[src/rtl/backoff_params.svh]
`ifndef BACKOFF_PARAMS_SVH
`define BACKOFF_PARAMS_SVH

////////////////////////////////////////////////////////////
// Backoff AC selector sizing
////////////////////////////////////////////////////////////

// EDCA queues AC0 to AC3
`define AC_NUM 4

// QSRC and QLRC width
`define RETRY_CNT_W 8

// TXOP limit and medium occupancy timer width
`define TIMER_W 16

// One-hot DMA channel state
`define DMA_STATE_W 4

`endif

[src/rtl/backoffPkg.sv]
`include "backoff_params.svh"

package backoffPkg;

  // DMA channel state, one-hot
  typedef enum logic [`DMA_STATE_W-1:0] {
    HALTED  = 4'b0001,  // Reset state, SW not ready
    PASSIVE = 4'b0010,  // Waiting for a MAC controller trigger
    ACTIVE  = 4'b0100,  // DMA transfer ongoing
    DEAD    = 4'b1000   // Error state
  } dmaState_e;

  // EDCA queue index, AC3 has the highest priority
  typedef enum logic [1:0] {
    AC0 = 2'd0,
    AC1 = 2'd1,
    AC2 = 2'd2,
    AC3 = 2'd3
  } acIndex_e;

  // Register view of one queue
  typedef struct packed {
    dmaState_e             dmaState;
    logic [`TIMER_W-1:0]   txOpLimit;
  } acQueue_t;
  typedef acQueue_t [`AC_NUM-1:0] acQueueVec_t;

  // Tx controller status pulses
  typedef struct packed {
    logic txSuccessful_p;
    logic retry_p;
    logic retryLtReached_p;
    logic retryType;         // 1 for long retry
  } txStatus_t;

  // Per queue retry counters
  typedef struct packed {
    logic [`RETRY_CNT_W-1:0] qsrc;
    logic [`RETRY_CNT_W-1:0] qlrc;
  } acRetryCnt_t;
  typedef acRetryCnt_t [`AC_NUM-1:0] acRetryCntVec_t;

  // Per queue status pulses
  typedef struct packed {
    logic txSuccessful_p;
    logic txFailed_p;
    logic retryLtReached_p;
  } acEvent_t;
  typedef acEvent_t [`AC_NUM-1:0] acEventVec_t;

  typedef logic [`AC_NUM-1:0][`TIMER_W-1:0] acMotVec_t;

endpackage

[src/rtl/backoffTrigCapture.sv]
`timescale 1ns/1ps
`include "backoff_params.svh"

module backoffTrigCapture (
  input  logic                    macCoreClk,
  input  logic                    macCoreClkHardRst_n,
  input  logic                    tickDMAEarlySlot_p,   // From timer block
  input  logic                    macPhyIfRxCca,        // CCA from PHY
  input  logic                    channelBusy,          // NAV busy
  input  logic                    txInProgress,
  input  logic [`AC_NUM-1:0]      backoffDone,          // Counter expired, per queue
  input  backoffPkg::acQueueVec_t acQueue,
  input  logic                    startTxFrameEx,       // SW start request
  input  backoffPkg::acIndex_e    startTxAC,            // Queue named by SW
  input  logic                    indexValid,           // Arbiter has the winner
  output logic [`AC_NUM-1:0]      capturedAc,
  output logic                    startIndexCalc_p
);
  import backoffPkg::*;

  logic               tickDelayed_p;  // Early slot, one cycle late
  logic               mediumIdle;
  logic [`AC_NUM-1:0] qualify;        // Queues allowed to contend

  ////////////////////////////////////////////////////////////
  // Slot tick alignment
  ////////////////////////////////////////////////////////////
  always_ff @(posedge macCoreClk or negedge macCoreClkHardRst_n)
  begin
    if (!macCoreClkHardRst_n)
      tickDelayed_p <= 1'b0;
    else
      tickDelayed_p <= tickDMAEarlySlot_p;
  end

  // No Rx, no NAV and no Tx
  assign mediumIdle = !(macPhyIfRxCca || channelBusy || txInProgress);

  // Expired counter and a ready DMA, or a SW request on that queue
  always_comb
  begin
    for (int i = 0; i < `AC_NUM; i++)
    begin
      qualify[i] = backoffDone[i] &&
                   ((acQueue[i].dmaState == PASSIVE) ||
                    (startTxFrameEx && (startTxAC == 2'(i))));
    end
  end

  ////////////////////////////////////////////////////////////
  // Capture register
  ////////////////////////////////////////////////////////////
  always_ff @(posedge macCoreClk or negedge macCoreClkHardRst_n)
  begin
    if (!macCoreClkHardRst_n)
    begin
      capturedAc       <= '0;
      startIndexCalc_p <= 1'b0;
    end
    else if (tickDelayed_p && mediumIdle)
    begin
      capturedAc       <= capturedAc | qualify;
      startIndexCalc_p <= |qualify;       // Launch arbitration only if someone contends
    end
    else
    begin
      if (indexValid)
        capturedAc <= '0;                 // Winner known, drop the snapshot
      startIndexCalc_p <= 1'b0;
    end
  end

endmodule

[src/rtl/acPriorityArbiter.sv]
`timescale 1ns/1ps
`include "backoff_params.svh"

module acPriorityArbiter (
  input  logic                   macCoreClk,
  input  logic                   macCoreClkHardRst_n,
  input  logic [`AC_NUM-1:0]     capturedAc,        // Queues that won the slot
  input  logic                   startIndexCalc_p,  // Snapshot just taken
  output logic                   indexValid,
  output backoffPkg::acIndex_e   winnerIdx,
  output logic                   winnerDone_p,      // Backoff done for the winner
  output logic [`AC_NUM-2:0]     internalColl_p     // Virtual collision, AC0 to AC2
);
  import backoffPkg::*;

  acIndex_e highIdx;  // Highest captured queue

  ////////////////////////////////////////////////////////////
  // Priority encoder
  ////////////////////////////////////////////////////////////
  always_comb
  begin
    casez (capturedAc)
      4'b1???: highIdx = AC3;
      4'b01??: highIdx = AC2;
      4'b001?: highIdx = AC1;
      default: highIdx = AC0;
    endcase
  end

  // Index register, held until the next snapshot
  always_ff @(posedge macCoreClk or negedge macCoreClkHardRst_n)
  begin
    if (!macCoreClkHardRst_n)
    begin
      winnerIdx  <= AC0;
      indexValid <= 1'b0;
    end
    else
    begin
      if (startIndexCalc_p)
        winnerIdx <= highIdx;
      indexValid <= startIndexCalc_p;   // One cycle flag
    end
  end

  ////////////////////////////////////////////////////////////
  // Done and collision pulses
  ////////////////////////////////////////////////////////////
  always_ff @(posedge macCoreClk or negedge macCoreClkHardRst_n)
  begin
    if (!macCoreClkHardRst_n)
    begin
      winnerDone_p   <= 1'b0;
      internalColl_p <= '0;
    end
    else
    begin
      winnerDone_p <= indexValid;
      // Any other contender lost against a higher queue
      for (int i = 0; i < `AC_NUM - 1; i++)
      begin
        internalColl_p[i] <= indexValid && capturedAc[i] && (winnerIdx != 2'(i));
      end
    end
  end

endmodule

[src/rtl/txTriggerCtrl.sv]
`timescale 1ns/1ps
`include "backoff_params.svh"

module txTriggerCtrl (
  input  logic                   macCoreClk,
  input  logic                   macCoreClkHardRst_n,
  input  logic                   winnerDone_p,     // From arbiter
  input  backoffPkg::acIndex_e   winnerIdx,
  input  backoffPkg::txStatus_t  txStatus,         // Tx controller pulses
  input  logic                   macPhyIfRxCca,
  input  logic                   channelBusy,
  input  logic                   txInProgress,
  input  logic                   tickEarlySlot_p,  // MAC controller slot tick
  output logic [`AC_NUM-1:0]     trigTxAC,         // DMA trigger, level
  output logic                   backOffDone_p,    // To MAC controller
  output backoffPkg::acIndex_e   activeAC
);
  import backoffPkg::*;

  logic anyTrig;      // One DMA channel already armed
  logic txRelease;    // Frame exchange over or Rx outside a TXOP
  logic trigMacCtrl;  // MAC controller still owed a backoff done

  assign anyTrig   = |trigTxAC;
  assign txRelease = txStatus.txSuccessful_p   ||
                     txStatus.retry_p          ||
                     txStatus.retryLtReached_p ||
                     (macPhyIfRxCca && !txInProgress);

  ////////////////////////////////////////////////////////////
  // Active AC
  ////////////////////////////////////////////////////////////
  always_ff @(posedge macCoreClk or negedge macCoreClkHardRst_n)
  begin
    if (!macCoreClkHardRst_n)
      activeAC <= AC0;
    else if (winnerDone_p)
      activeAC <= winnerIdx;
  end

  ////////////////////////////////////////////////////////////
  // DMA trigger
  ////////////////////////////////////////////////////////////
  always_ff @(posedge macCoreClk or negedge macCoreClkHardRst_n)
  begin
    if (!macCoreClkHardRst_n)
      trigTxAC <= '0;
    else if (anyTrig)
    begin
      // Held until the Tx controller reports
      if (txRelease)
        trigTxAC <= '0;
    end
    else if (winnerDone_p)
      trigTxAC[winnerIdx] <= 1'b1;
  end

  // MAC controller trigger, consumed on its slot tick
  always_ff @(posedge macCoreClk or negedge macCoreClkHardRst_n)
  begin
    if (!macCoreClkHardRst_n)
      trigMacCtrl <= 1'b0;
    else if (winnerDone_p)
      trigMacCtrl <= 1'b1;
    else if (macPhyIfRxCca || channelBusy || txInProgress || backOffDone_p)
      trigMacCtrl <= 1'b0;  // Medium lost or done delivered
  end

  assign backOffDone_p = trigMacCtrl && tickEarlySlot_p;

endmodule

[src/rtl/acStatusRouter.sv]
`timescale 1ns/1ps
`include "backoff_params.svh"

module acStatusRouter (
  input  logic                       macCoreClk,
  input  logic                       macCoreClkHardRst_n,
  input  backoffPkg::acIndex_e       activeAC,    // Queue owning the medium
  input  backoffPkg::txStatus_t      txStatus,
  input  logic [`TIMER_W-1:0]        acMOT,       // MOT of the current TXOP
  input  backoffPkg::acQueueVec_t    acQueue,
  output backoffPkg::acEventVec_t    acEvent,
  output backoffPkg::acRetryCntVec_t acRetryCnt,
  output backoffPkg::acMotVec_t      acMotOut,
  output backoffPkg::dmaState_e      txDmaState,  // State of the active channel
  output logic [`TIMER_W-1:0]        txOpLimit    // TXOP limit of the active channel
);

  logic [`AC_NUM-1:0] acSel;  // One-hot of activeAC
  logic               cntClear;

  always_comb
  begin
    for (int i = 0; i < `AC_NUM; i++)
    begin
      acSel[i] = (activeAC == 2'(i));
    end
  end

  ////////////////////////////////////////////////////////////
  // Status steering and MOT routing
  ////////////////////////////////////////////////////////////
  always_comb
  begin
    for (int i = 0; i < `AC_NUM; i++)
    begin
      acEvent[i].txSuccessful_p   = acSel[i] && txStatus.txSuccessful_p;
      acEvent[i].txFailed_p       = acSel[i] && txStatus.retry_p;   // Frame to be retried
      acEvent[i].retryLtReached_p = acSel[i] && txStatus.retryLtReached_p;
      acMotOut[i]                 = acSel[i] ? acMOT : acQueue[i].txOpLimit;
    end
  end

  // Active channel view for the MAC controller
  assign txDmaState = acQueue[activeAC].dmaState;
  assign txOpLimit  = acQueue[activeAC].txOpLimit;

  ////////////////////////////////////////////////////////////
  // QSRC and QLRC
  ////////////////////////////////////////////////////////////
  assign cntClear = txStatus.txSuccessful_p || txStatus.retryLtReached_p;

  always_ff @(posedge macCoreClk or negedge macCoreClkHardRst_n)
  begin
    if (!macCoreClkHardRst_n)
      acRetryCnt <= '0;
    else
    begin
      for (int i = 0; i < `AC_NUM; i++)
      begin
        if (acSel[i])
        begin
          if (cntClear)
          begin
            acRetryCnt[i].qsrc <= '0;  // MSDU over, restart both
            acRetryCnt[i].qlrc <= '0;
          end
          else if (txStatus.retry_p)
          begin
            if (txStatus.retryType)
              acRetryCnt[i].qlrc <= acRetryCnt[i].qlrc + 1'b1;
            else
              acRetryCnt[i].qsrc <= acRetryCnt[i].qsrc + 1'b1;
          end
        end
      end
    end
  end

endmodule

[src/rtl/backoffAcSel.sv]
`timescale 1ns/1ps
`include "backoff_params.svh"

module backoffAcSel (
  input  logic                       macCoreClk,
  input  logic                       macCoreClkHardRst_n,
  // Timer block
  input  logic                       tickDMAEarlySlot_p,
  input  logic                       tickEarlySlot_p,
  // PHY and NAV
  input  logic                       macPhyIfRxCca,
  input  logic                       channelBusy,
  // Tx controller
  input  logic                       txInProgress,
  input  backoffPkg::txStatus_t      txStatus,
  input  logic [`TIMER_W-1:0]        acMOT,
  // Register block
  input  backoffPkg::acQueueVec_t    acQueue,
  input  logic                       startTxFrameEx,
  input  backoffPkg::acIndex_e       startTxAC,
  // Backoff counters
  input  logic [`AC_NUM-1:0]         backoffDone,
  output logic [`AC_NUM-2:0]         internalColl_p,
  // DMA and MAC controller
  output logic [`AC_NUM-1:0]         trigTxAC,
  output logic                       backOffDone_p,
  output backoffPkg::acIndex_e       activeAC,
  output backoffPkg::acEventVec_t    acEvent,
  output backoffPkg::acRetryCntVec_t acRetryCnt,
  output backoffPkg::acMotVec_t      acMotOut,
  output backoffPkg::dmaState_e      txDmaState,
  output logic [`TIMER_W-1:0]        txOpLimit
);
  import backoffPkg::*;

  logic [`AC_NUM-1:0] capturedAc;
  logic               startIndexCalc_p;
  logic               indexValid;
  logic               winnerDone_p;
  acIndex_e           winnerIdx;

  ////////////////////////////////////////////////////////////
  // Capture, arbitration, trigger, status
  ////////////////////////////////////////////////////////////
  backoffTrigCapture u_capture (
    .macCoreClk          (macCoreClk),
    .macCoreClkHardRst_n (macCoreClkHardRst_n),
    .tickDMAEarlySlot_p  (tickDMAEarlySlot_p),
    .macPhyIfRxCca       (macPhyIfRxCca),
    .channelBusy         (channelBusy),
    .txInProgress        (txInProgress),
    .backoffDone         (backoffDone),
    .acQueue             (acQueue),
    .startTxFrameEx      (startTxFrameEx),
    .startTxAC           (startTxAC),
    .indexValid          (indexValid),
    .capturedAc          (capturedAc),
    .startIndexCalc_p    (startIndexCalc_p)
  );

  acPriorityArbiter u_arbiter (
    .macCoreClk          (macCoreClk),
    .macCoreClkHardRst_n (macCoreClkHardRst_n),
    .capturedAc          (capturedAc),
    .startIndexCalc_p    (startIndexCalc_p),
    .indexValid          (indexValid),
    .winnerIdx           (winnerIdx),
    .winnerDone_p        (winnerDone_p),
    .internalColl_p      (internalColl_p)
  );

  txTriggerCtrl u_trigger (
    .macCoreClk          (macCoreClk),
    .macCoreClkHardRst_n (macCoreClkHardRst_n),
    .winnerDone_p        (winnerDone_p),
    .winnerIdx           (winnerIdx),
    .txStatus            (txStatus),
    .macPhyIfRxCca       (macPhyIfRxCca),
    .channelBusy         (channelBusy),
    .txInProgress        (txInProgress),
    .tickEarlySlot_p     (tickEarlySlot_p),
    .trigTxAC            (trigTxAC),
    .backOffDone_p       (backOffDone_p),
    .activeAC            (activeAC)
  );

  acStatusRouter u_status (
    .macCoreClk          (macCoreClk),
    .macCoreClkHardRst_n (macCoreClkHardRst_n),
    .activeAC            (activeAC),
    .txStatus            (txStatus),
    .acMOT               (acMOT),
    .acQueue             (acQueue),
    .acEvent             (acEvent),
    .acRetryCnt          (acRetryCnt),
    .acMotOut            (acMotOut),
    .txDmaState          (txDmaState),
    .txOpLimit           (txOpLimit)
  );

endmodule

[config.mk]
export PLATFORM = sky130hd
export DESIGN_NAME = backoffAcSel
export DESIGN_NICKNAME = d
export VERILOG_FILES = /design/src/rtl/backoffPkg.sv /design/src/rtl/backoffTrigCapture.sv /design/src/rtl/acPriorityArbiter.sv /design/src/rtl/txTriggerCtrl.sv /design/src/rtl/acStatusRouter.sv /design/src/rtl/backoffAcSel.sv
export VERILOG_INCLUDE_DIRS = /design/src /design/src/rtl
export SDC_FILE = /design/constraint.sdc
export NUM_CORES = 1
export LEC_CHECK = 0
export BUFFER_PORTS_ARGS = -buffer_cell sky130_fd_sc_hd__buf_4
export CORE_MARGIN = 2
export CORE_UTILIZATION = 46
export DETAILED_ROUTE_END_ITERATION = 12
export PLACE_DENSITY = 0.93
export SLEW_MARGIN = 30
export SYNTH_ARGS = -nofsm -noshare
export SYNTH_HDL_FRONTEND = slang
export SYNTH_HIERARCHICAL = 1
export SYNTH_SLANG_ARGS = --single-unit
[constraint.sdc]
create_clock -name macCoreClk -period 1.7 [get_ports macCoreClk]
set_input_delay 0.085 -clock macCoreClk [delete_from_list [all_inputs] [get_ports macCoreClk]]
set_output_delay 0.085 -clock macCoreClk [all_outputs]
set_load 0.01 [all_outputs]
======== Word-level counts from Yosys, hierarchy flattened ========
Index checks and enable logic that the tools add are counted.
storage, ports and cells
  register bits ........................... 84
  input port bits ......................... 114
  logic and storage cells ................. 142
operators by class
  reductions and logical operators ........ 62
  bitwise operators ....................... 2
  $add $sub $neg .......................... 8
  equality and inequality tests ........... 16
  $lt $le $gt $ge ......................... 3
  multiplexer cells ....................... 33
operator list
  cell                 number
  $mux 16              12
  $add 8x1->8 const B  8
  $mux 8               8
  $bmux 20 s2          1
  $logic_and 1x1->1    30
  $reduce_and 3->1     8
  $mux 20              1
  $mux 4               5
  $eq 4x2->1 const B   4
  $reduce_bool 2->1    6
  $logic_or 1x1->1     11
  $eq 2x2->1 const B   4
  $or 4x4->4           2
  $reduce_or 4->1      2
  $eq 2x1->1 const B   3
  $lt 2x3->1 const B   2
  $pmux 2 s3           1
  $logic_not 2->1      2
  $mux 1               4
  $ne 2x1->1 const B   2
  $ne 2x2->1 const B   2
  $eq 3x1->1 const B   1
  $demux 1 s2          1
  $ge 2x1->1 const B   1
  2 further kinds      3

======== Depth between registers and ports, before layout ========
Gate-level depths: netlist (run 1).
  depth in word-level cells ............... 7
  depth in mapped cells ................... 6
  depth with buffers taken out ............ 5

======== Hierarchy ========
The synthesis (run 1) kept the hierarchy.
by module, submodules not included
  module              times used  area each (µm²)  cells each
  acStatusRouter      1           4,665.7          600
  txTriggerCtrl       1           324.1            23
  backoffTrigCapture  1           316.6            26
  acPriorityArbiter   1           237.7            18

======== Worst setup path before layout (run 1) ========
No wires, ideal clock.
  kind .................................... register to register
  from .................................... reg u_trigger.activeAC[0]
  to ...................................... reg u_status/acRetryCnt[15] (netlist name)
  data required time ...................... 1.623 ns
  period minus slack after synthesis ...... 1.619 ns
  arrival ................................. 1.541 ns
  cell stages (with the launch flop) ...... 6
  slack ................................... 0.081 ns
  path through ............................ dfrtp_1 -> or2_1 -> clkbuf_1 -> a211o_1 -> or3_1 -> a21oi_1
between the ends
  word-level cells in the longest chain between the ends .. 2
ends and longest elaborated chain
  item                        line                  text
  start: declaration          txTriggerCtrl.sv:16   output backoffPkg::acIndex_e activeAC
  start signal: assignment    txTriggerCtrl.sv:38   activeAC <= winnerIdx;
  $logic_not 2->1             acStatusRouter.sv:25  acSel[i] = (activeAC == 2'(i));
  $reduce_and 3->1 (no line)  -
Every way passes these cells.
A chain may end at the register's enable or synchronous reset.

==> flow_results.org, run 1 <==
** Synth
- Summing the areas of all xor and xnor instances in the mapped netlist gives 6.161% of the synthesized area.
- Post-Synthesis Mean Instance Area :: 8.312 um2
- After synthesis, the largest area contributor takes up 37.91% of total cell area.
- Yosys mapped a number of flops with a built-in enable equal to 0.
- Number of synthesized register bits :: 84
- Post-Synth Simple-Gate Area :: 31.19%
- Sorting the synthesized cells by area gives the leading types as sky130_fd_sc_hd__dfrtp_1 38%, sky130_fd_sc_hd__nand2_1 16%, sky130_fd_sc_hd__mux4_2 8.1%.
- Counting every net in the synthesized netlist gives 789.
- Dominant combinational cell family by area after synthesis :: simple AND/OR/NAND/NOR gates
- YS warnings :: 6
- The biggest area contributor in the post-synthesis netlist is sky130_fd_sc_hd__dfrtp_1.
- Netlist Area Pre-Place :: 5544 um2
- Sequential cell area fraction in the yosys report :: 37.91%
- Synth Area in Compound Gates :: 9.998%
- Post-synthesis share of cell area spent on full adders, half adders and majority gates :: 1.805%
- Number of distinct standard cells referenced by the synthesized netlist :: 56
- Number of cells produced by synthesis :: 667
- Of all flip-flops after synthesis, the portion carrying an async set or reset was 100.0%.
- Primary flip-flop cell chosen by synthesis mapping :: sky130_fd_sc_hd__dfrtp_1
- Proportion of synthesized area in mux cells :: 8.531%

** CTS
- Clk root buf :: sky130_fd_sc_hd__clkbuf_16
- Clock-pin slew was measured on the worst setup and hold paths at 0.07 ns.
- Buffer depth of the longest clock path :: 2
- Sink count of the clock tree :: 84
- Clock latency of the later-clocked register in the worst-skew pair :: 0.34 ns
- Buffers inserted during clock tree synthesis total 9.
- Total number of H-tree levels :: 3
- TritonCTS built the clock tree.

** Final layout
- The number of antenna diodes in the final layout is 0.
- Cells with a size suffix above 1 make up 49.75% of the layout.
- Cell area after layout :: 9637 um2
- Number of inserted filler cells in the final layout :: 662
- Final Core Density :: 80.90%
- The area growth from synthesis to layout is 73.82%.
- Total number of nets in the final design :: 1114

** Floorplanning
- Number of placement rows :: 40
- The floorplan step set the die height to 113.8 um.
- Effective utilization at floorplan :: 46.54%
- The floorplan step set the die width to 113.8 um.
- Full die area :: 12950 um2
- The core region is 11910 um2.
- Top-level port count :: 284

** Status
- The run finished, with violations left.
- The checks that failed: negative setup slack.

** Timing
- Setup violations remaining at the end of the flow were counted as 109.
- Final Hold Vio Count :: 0
- Final count of pins violating max slew :: 0
- For the final database, setup skew stands at 0.007070 ns.
- For this run, the top clock speed supported by timing is 522.6 MHz.
- Worst max-slew margin expressed relative to the limit :: 64.66%
- For the finished layout, the period the worst path requires is 1.914 ns.
- Setup TNS Final :: -9.074 ns
- RSZ-0062 raised after global routing :: true
- Worst slack on hold paths :: 0.06018 ns
- After layout, the worst path uses 112.6% of the clock period.
- Worst Tran Pin Value :: 0.5301 ns
- Once routing completed, OpenROAD measured the worst setup slack at -0.2137 ns.

** Min path
- In this run the worst hold path is classified as primary input to flip-flop.
- Along the worst hold path, the cell count comes to 3.

** Route
- After the first detailed-routing iteration, the DRC count stood at 782.
- Final ANT Viol Nets :: 0
- Number of DRC violations after detailed routing :: 0
- The final layout contains routed wiring with a total length of 26930 um.
- Average via count per standard cell :: 6.198
- TritonRoute pass-1 iters :: 6
- The highest layer touched by signal routing is met4.
- Dividing the detail-routed wire length by the instance count gives 23.54 um.
- Routed vias :: 7091
- Met2 WL :: 13240 um
- Total routed wire length on the met1 layer :: 9101 um
- The routed design uses 2979 um of met3 wire.

** Power
- Power Internal :: 0.005983 W
- LEAKAGE :: 4.781 nW
- Per report_power, the clock group accounts for 24.5% of the total.
- Dividing total power by cell area gives a power density of 972.7 nW/um2.
- Worst voltage drop across the vdd grid :: 0.7080 mV
- In this run, flip-flops and latches consume 25.3% of the power.
- Net switching is 36.18% of the power.
- Proportion of power drawn by combinational gates :: 50.2%
- Reported net switching power :: 0.003391 W

** Setup path
- Worst EP arrival :: 1.83 ns
- The worst register-to-register path has a depth of 5.
- WS Path Type :: flip-flop to output pin
- STA classifies the critical path startpoint as a flip-flop.
- At the worst endpoint, the required time is 1.62 ns.
- In this run the worst path has a maximum fanout of 8.
- Endpoint class of the critical path :: output pin

** Placed design
- The HPWL after detailed placement is 17830 um.
- Area after DPL :: 7985 um2
- In this run the tool buffered the top-level ports with 283 buffer cells.
- Global placer's final weighted congestion :: 0.9478

** GRT
- Global routing usage summed across all routing layers :: 38.33%
- The first global-routing pass estimated 37810 um of wire.
- Total congestion overflow :: 0
- Entering global routing, the biggest net connects 37 pins.
- Vias in the first global route :: 6977
- Initial antenna violation count :: 0

** Flow run
- Max-cap violations in this run came to 0.
==> path summary, 6_finish.rpt <==
kind                                             from  slack (ns)                       to
setup / recovery                u_trigger/activeAC[0]       -0.21             acMotOut[47]
hold / removal                         backoffDone[2]        0.06  u_capture/capturedAc[2]
setup reg to reg                u_trigger/activeAC[0]       -0.15  u_status/acRetryCnt[15]
hold reg to reg            u_capture/startIndexCalc_p        0.45     u_arbiter/indexValid
max in group asynchronous         macCoreClkHardRst_n        0.85   u_status/acRetryCnt[7]
min in group asynchronous         macCoreClkHardRst_n        0.25  u_status/acRetryCnt[20]
==> cell usage in the layout, fill, tap and decap left out, types with 7 or more instances in the layout <==
master,netlist,routed
sky130_fd_sc_hd__buf_4,3,264
sky130_fd_sc_hd__nand2_1,238,181
sky130_fd_sc_hd__dfrtp_1,84,82
sky130_fd_sc_hd__buf_6,4,64
sky130_fd_sc_hd__nor2_1,48,46
sky130_fd_sc_hd__nand2_4,1,30
sky130_fd_sc_hd__nand2_2,1,29
sky130_fd_sc_hd__xnor2_1,27,27
sky130_fd_sc_hd__nand3_1,24,23
sky130_fd_sc_hd__o21ai_0,24,20
sky130_fd_sc_hd__mux4_2,20,20
sky130_fd_sc_hd__xor2_1,12,12
sky130_fd_sc_hd__clkbuf_16,0,11
sky130_fd_sc_hd__inv_1,10,10
sky130_fd_sc_hd__buf_12,0,9
sky130_fd_sc_hd__nand4_1,8,8
sky130_fd_sc_hd__ha_1,8,8
sky130_fd_sc_hd__o21ai_1,3,7
sky130_fd_sc_hd__and2_1,11,7
==> registers in the layout, summed over array words and instances (netlist names) <==
name                        flops
u_arbiter/winnerIdx             2
u_arbiter/internalColl_p        3
u_capture/startIndexCalc_p      1
u_capture/tickDelayed_p         1
u_trigger/trigTxAC              4
u_arbiter/indexValid            1
u_arbiter/winnerDone_p          1
u_capture/capturedAc            4
u_trigger/trigMacCtrl           1
u_trigger/activeAC              2
u_status/acRetryCnt            64
==> per-stage QoR <==
| step | worst slack (ns) | std cells | total power (W) |
|---|---|---|---|
| 5_1_grt | -0.2161 | 1144 | 0.009669 |
| 3_3_place_gp | 0.09972 | 1095 | 0.005636 |
| 6_report | -0.2137 | 1144 | 0.009374 |
| 3_5_place_dp | 0.02638 | 1095 | 0.005713 |
| 2_1_floorplan | 0.08147 | 667 | 0.003896 |
| 4_1_cts | -0.1347 | 1136 | 0.008863 |
==> Yosys cell counts, types with 11 or more instances <==
master                     instances
sky130_fd_sc_hd__nand2_1         238
sky130_fd_sc_hd__xnor2_1          27
sky130_fd_sc_hd__clkbuf_1         18
sky130_fd_sc_hd__nand3_1          24
sky130_fd_sc_hd__mux4_2           20
sky130_fd_sc_hd__nor2_1           48
sky130_fd_sc_hd__buf_2            12
sky130_fd_sc_hd__dfrtp_1          84
sky130_fd_sc_hd__and2_1           11
sky130_fd_sc_hd__nor4_1           12
sky130_fd_sc_hd__o21ai_0          24
sky130_fd_sc_hd__xor2_1           12
==> power by group through the flow <==
stage | Sequential, W | Combinational (W) | Clock (W)
floorplan | 0.00239 | 0.00151 | 0
global placement | 0.00239 | 0.00324 | 0
detailed placement | 0.00240 | 0.00331 | 0
CTS | 0.00236 | 0.00422 | 0.00229
global route | 0.00239 | 0.00488 | 0.00240
finish | 0.00237 | 0.00471 | 0.00230
==> per-layer routing <==
metal,track usage [%],vias to the layer above
met2,64.31,624
met4,22.36,0
met5,0,-
met1,42.96,3370
met3,12.27,158
li1,-,2939
==> critical path, stage by stage, from the launching register on <==
cell and delay, ns:
sky130_fd_sc_hd__dfrtp_2 0.43, sky130_fd_sc_hd__buf_8 0.15, sky130_fd_sc_hd__nand2b_2 0.29, sky130_fd_sc_hd__buf_6 0.20
sky130_fd_sc_hd__nand2_1 0.15, sky130_fd_sc_hd__nand2_1 0.11, sky130_fd_sc_hd__buf_4 0.15
==> logic make-up (layout without fill, tap and decap cells) <==
family	Yosys count	in the layout
AO/OA/AOI/OAI	75	75
buffers and inverters	50	380
XOR/XNOR	39	39
AND/OR/NAND/NOR	389	389
flip-flops	84	84
multiplexers	22	22
adder cells (fa/ha/maj)	8	8
==> area by class of cell <==
class                      instances  area [um2]  area share (%)
clock inverter                     7       122.6           1.272
timing repair buffer             354        3213           33.34
sequential                        84        2105           21.84
multi-input combinational        533        3750           38.91
clock buffer                       9       225.2           2.337
inverter                          10       37.54          0.3895
tap                              147       183.9           1.909
==> what timing repair did <==
| item | CTS | global route |
|---|---|---|
| pin swaps | 12 | 52 |
| gates resized for setup | 104 | 131 |
| hold endpoints to repair | 33 | 0 |
| gates cloned | 9 | 3 |
| buffers inserted | 14 | 6 |
| endpoints found under the setup margin | 89 | 126 |
| hold buffers | 2 | 0 |
No activity file was read; power rests on OpenSTA's default activity.
==> run 2: changes to the inputs <==
--- a/config.mk
+++ b/config.mk
@@ -11,2 +11,3 @@
 export CORE_UTILIZATION = 46
+export CTS_CLUSTER_SIZE = 24
 export DETAILED_ROUTE_END_ITERATION = 12
==> constraint.sdc (replaced) <==
create_clock -name macCoreClk -period 1.7 [get_ports macCoreClk]
set_input_delay 0.34 -clock macCoreClk [delete_from_list [all_inputs] [get_ports macCoreClk]]
set_output_delay 0.34 -clock macCoreClk [all_outputs]
set_load 0.01 [all_outputs]
==> run 2 against run 1 <==
The run still ends with negative setup slack left. Wire length grew 11%. Sequential power barely moved. Die area is the same. Clock-buffer cell count up 2. Via count increased by 6.4%. Clock skew about the same. Combinational power is 7.6% higher. Global-route usage rose by 0.84 points. Critical path type unchanged. Largest cell class unchanged.
==> flow_results.org, run 2 (synthesis gave the netlist of run 1 again) <==
** Flow run
- Max-capacitance violation count :: 0

** Placed design
- I/O Buffers :: 283
- At the end of routability-driven placement, the weighted congestion stood at 0.9738.
- Summed over all nets, the half-perimeter wirelength after detailed placement is 16970 um.

** Final layout
- Total number of nets in the final design :: 1143
- Biggest registers after layout :: u_status/acRetryCnt (64), u_capture/capturedAc (4), u_trigger/trigTxAC (4)
- In the layout the commonest cells are 255 x sky130_fd_sc_hd__buf_4, 124 x sky130_fd_sc_hd__nand2_1, 103 x sky130_fd_sc_hd__buf_6.
- The register with the most flip-flops in the layout has 64 of them.
- The area growth from synthesis to layout is 86.71%.
- Fraction of final layout cells sized beyond drive strength 1 :: 58.58%
- At the end of the flow the core is filled with cells to 86.90%.
- Leaving out fill and tap cells, the most frequent cell in the layout is sky130_fd_sc_hd__buf_4.
- Ranked by flip-flop count, first place goes to u_status/acRetryCnt.

** Timing
- Final Hold Vio Count :: 0
- Setup violations remaining at the end of the flow were counted as 129.
- For the pin with the worst max-slew slack, the measured transition is 0.5501 ns.
- The number of pins with negative max-slew slack in the final report came to 0.
- Setup total negative slack on the finished layout was measured at -31.56 ns.
- Setup slack on the critical path of the routed design comes to -0.4184 ns.
- Setup Skew :: 0.007082 ns
- In the finished design, the share of the clock period the worst path needs comes to 124.6%.
- Derived from the worst setup path, the maximum achievable clock frequency is 472.0 MHz.
- RSZ-0062 raised after global routing :: true
- Shortest period the worst path allows :: 2.118 ns
- Worst max-slew margin expressed relative to the limit :: 63.33%

** Floorplanning
- The die covers 12950 um2.
- Placeable core region :: 11910 um2
- In this run the count of I/O pins placed on the die edge is 284.
- Die span in y :: 113.8 um
- The floorplan has 40 rows.
- X dimension of the die :: 113.8 um
- Effective utilization at floorplan :: 46.54%

** Setup path
- By startpoint and endpoint, the worst setup path is classified as flip-flop to output pin.
- For this run, the slowest stage of the critical path takes 0.43 ns.
- STA classifies the critical path endpoint as an output pin.
- For the worst setup path, the data required time is 1.36 ns.
- Critical Path Source Type :: flip-flop
- Together, buffers and inverters on the worst path number 3.
- Walking the worst path, the cells encountered are buf_6 > or2_1 > buf_6 > nand2_1 > nand2_1 > buf_4.
- Setup slack, reg-to-reg :: -0.32 ns
- Along the worst path, the maximum fanout reaches 16.
- Cell at the slowest stage of the critical path :: sky130_fd_sc_hd__dfrtp_2
- STA puts the critical path data arrival time at 1.78 ns.
- CP top delay family :: buffers and inverters

** Route
- Total Routed Length :: 29770 um
- Dividing the detail-routed via count by the number of cells gives 6.429.
- Routed length per instance :: 25.36 um
- Detailed Route Iter0 Violations :: 1049
- For this run, design rule violations remaining after detail routing come to 0.
- TritonRoute pass-1 iters :: 6
- Final ANT Viol Nets :: 0
- Detailed routing inserted a total of 7548 vias.

** Power
- In this run the static leakage power is 4.998 nW.
- Dividing total power by cell area gives a power density of 906.3 nW/um2.
- Across the VDD grid, the largest voltage drop is 0.8763 mV.

** CTS
- Sink count of the clock tree :: 84
- Clock latency of the later-clocked register in the worst-skew pair :: 0.35 ns
- The clock tree synthesis step divided the H-tree into 3 levels.
- In this run the deepest clock path goes through 2 buffers.
- Clock tree from TritonCTS :: yes
- CTS placed an instance of sky130_fd_sc_hd__clkbuf_16 at the clock tree root.
- In this run, CTS created clock tree buffers numbering 9.
- CTS clk-pin slew, worst paths :: 0.07 ns

** GRT
- The via count of the first global-routing pass was 7056.
- Initial antenna violation count :: 1
- In the global route stage, met3 resource usage came out at 11.80%.
- Met2 capacity usage during global routing :: 66.23%
- Total congestion overflow :: 0
- Global routing usage summed across all routing layers :: 39.18%
- Met1 layer usage reported by global route :: 43.38%
- Global-route layer with the greatest usage :: met2
- Pin count of the biggest net entering global routing :: 44
- The first global-routing pass estimated 38730 um of wire.

** Min path
- The worst hold path belongs to the class primary input to flip-flop.

** Status
- The final reports fail on negative setup slack.
- The flow ran to the end, but the final reports show violations.
## run 2: changes by cell type in the layout (fill, tap and decap cells not counted), moves of 5 or more
| cell | delta |
|---|---|
| sky130_fd_sc_hd__nor4_4 | +5 |
| sky130_fd_sc_hd__nand2_4 | +24 |
| sky130_fd_sc_hd__buf_4 | -9 |
| sky130_fd_sc_hd__nand2_1 | -57 |
| sky130_fd_sc_hd__buf_6 | +39 |
| sky130_fd_sc_hd__buf_12 | +7 |
| sky130_fd_sc_hd__nand2_2 | +32 |
## run 2: metrics by stage
step | total power, W | setup slack [ns] | std cells | instance area [um2] | hold WS (ns)
floorplan | 0.003927 | 0.001717 | 667 | 5564 | 0.04441
global route | 0.009672 | -0.4817 | 1174 | 10350 | 0.09393
global placement | 0.005727 | 0.009132 | 1114 | 8203 | 0.2491
detailed placement | 0.005808 | -0.05874 | 1114 | 8203 | 0.2539
finish | 0.009381 | -0.4184 | 1174 | 10350 | 0.1062
CTS | 0.008747 | -0.3871 | 1160 | 9679 | 0.1051
## run 2: worst register-to-register path, stage by stage, from the launching register on
cell                       delay [ns]
sky130_fd_sc_hd__dfrtp_2         0.43
sky130_fd_sc_hd__buf_12          0.14
sky130_fd_sc_hd__buf_12          0.13
sky130_fd_sc_hd__buf_8           0.13
sky130_fd_sc_hd__buf_6           0.11
sky130_fd_sc_hd__buf_6           0.11
sky130_fd_sc_hd__nor4bb_4        0.35
sky130_fd_sc_hd__o211ai_1        0.21
sky130_fd_sc_hd__xor2_1          0.20
sky130_fd_sc_hd__nor2_1          0.13
## run 2: routing by layer
layer / share of wire [%] / wire length (um) / vias to the layer above
li1: - / - / 3000
met1: 31 / 9303 / 3547
met2: 49 / 14440 / 742
met3: 12 / 3448 / 259
met4: 8.7 / 2581 / 0
met5: 0 / 0 / -
## run 2: report_power, final
part | leakage [nW] | internal (W) | switching (W) | total (W)
combinational | 3.71 | 0.00257 | 0.00250 | 0.00507
sequential | 1.14 | 0.00215 | 0.000226 | 0.00237
clock | 0.146 | 0.00107 | 0.000862 | 0.00194
total | 5.00 | 0.00579 | 0.00359 | 0.00938
## run 2: worst paths after layout
check                                            from                      end  cells after the start
min in group asynchronous         macCoreClkHardRst_n  u_status/acRetryCnt[50]                      2
setup / recovery                u_trigger/activeAC[0]              acMotOut[1]                      6
hold / removal                     tickDMAEarlySlot_p  u_capture/tickDelayed_p                      1
max in group asynchronous         macCoreClkHardRst_n  u_status/acRetryCnt[17]                      3
setup reg to reg                u_trigger/activeAC[0]  u_status/acRetryCnt[14]                      9
hold reg to reg            u_capture/startIndexCalc_p     u_arbiter/indexValid                      0
## run 2: final cells by class
cell class	instances	area [um2]
antenna	1	2.502
tap	147	183.9
multi-input combinational	533	4188
clock inverter	5	32.53
timing repair buffer	383	3550
fill	537	1560
clock buffer	11	252.7
sequential	84	2105
inverter	10	37.54
## run 2: what timing repair did
item | in CTS | in global routing
hold buffers | 1 | 0
pin swaps | 87 | 66
gates resized for setup | 252 | 140
endpoints found under the hold margin | 20 | 0
setup endpoints to repair | 107 | 132
setup buffers | 24 | 18
cloned | 6 | 1
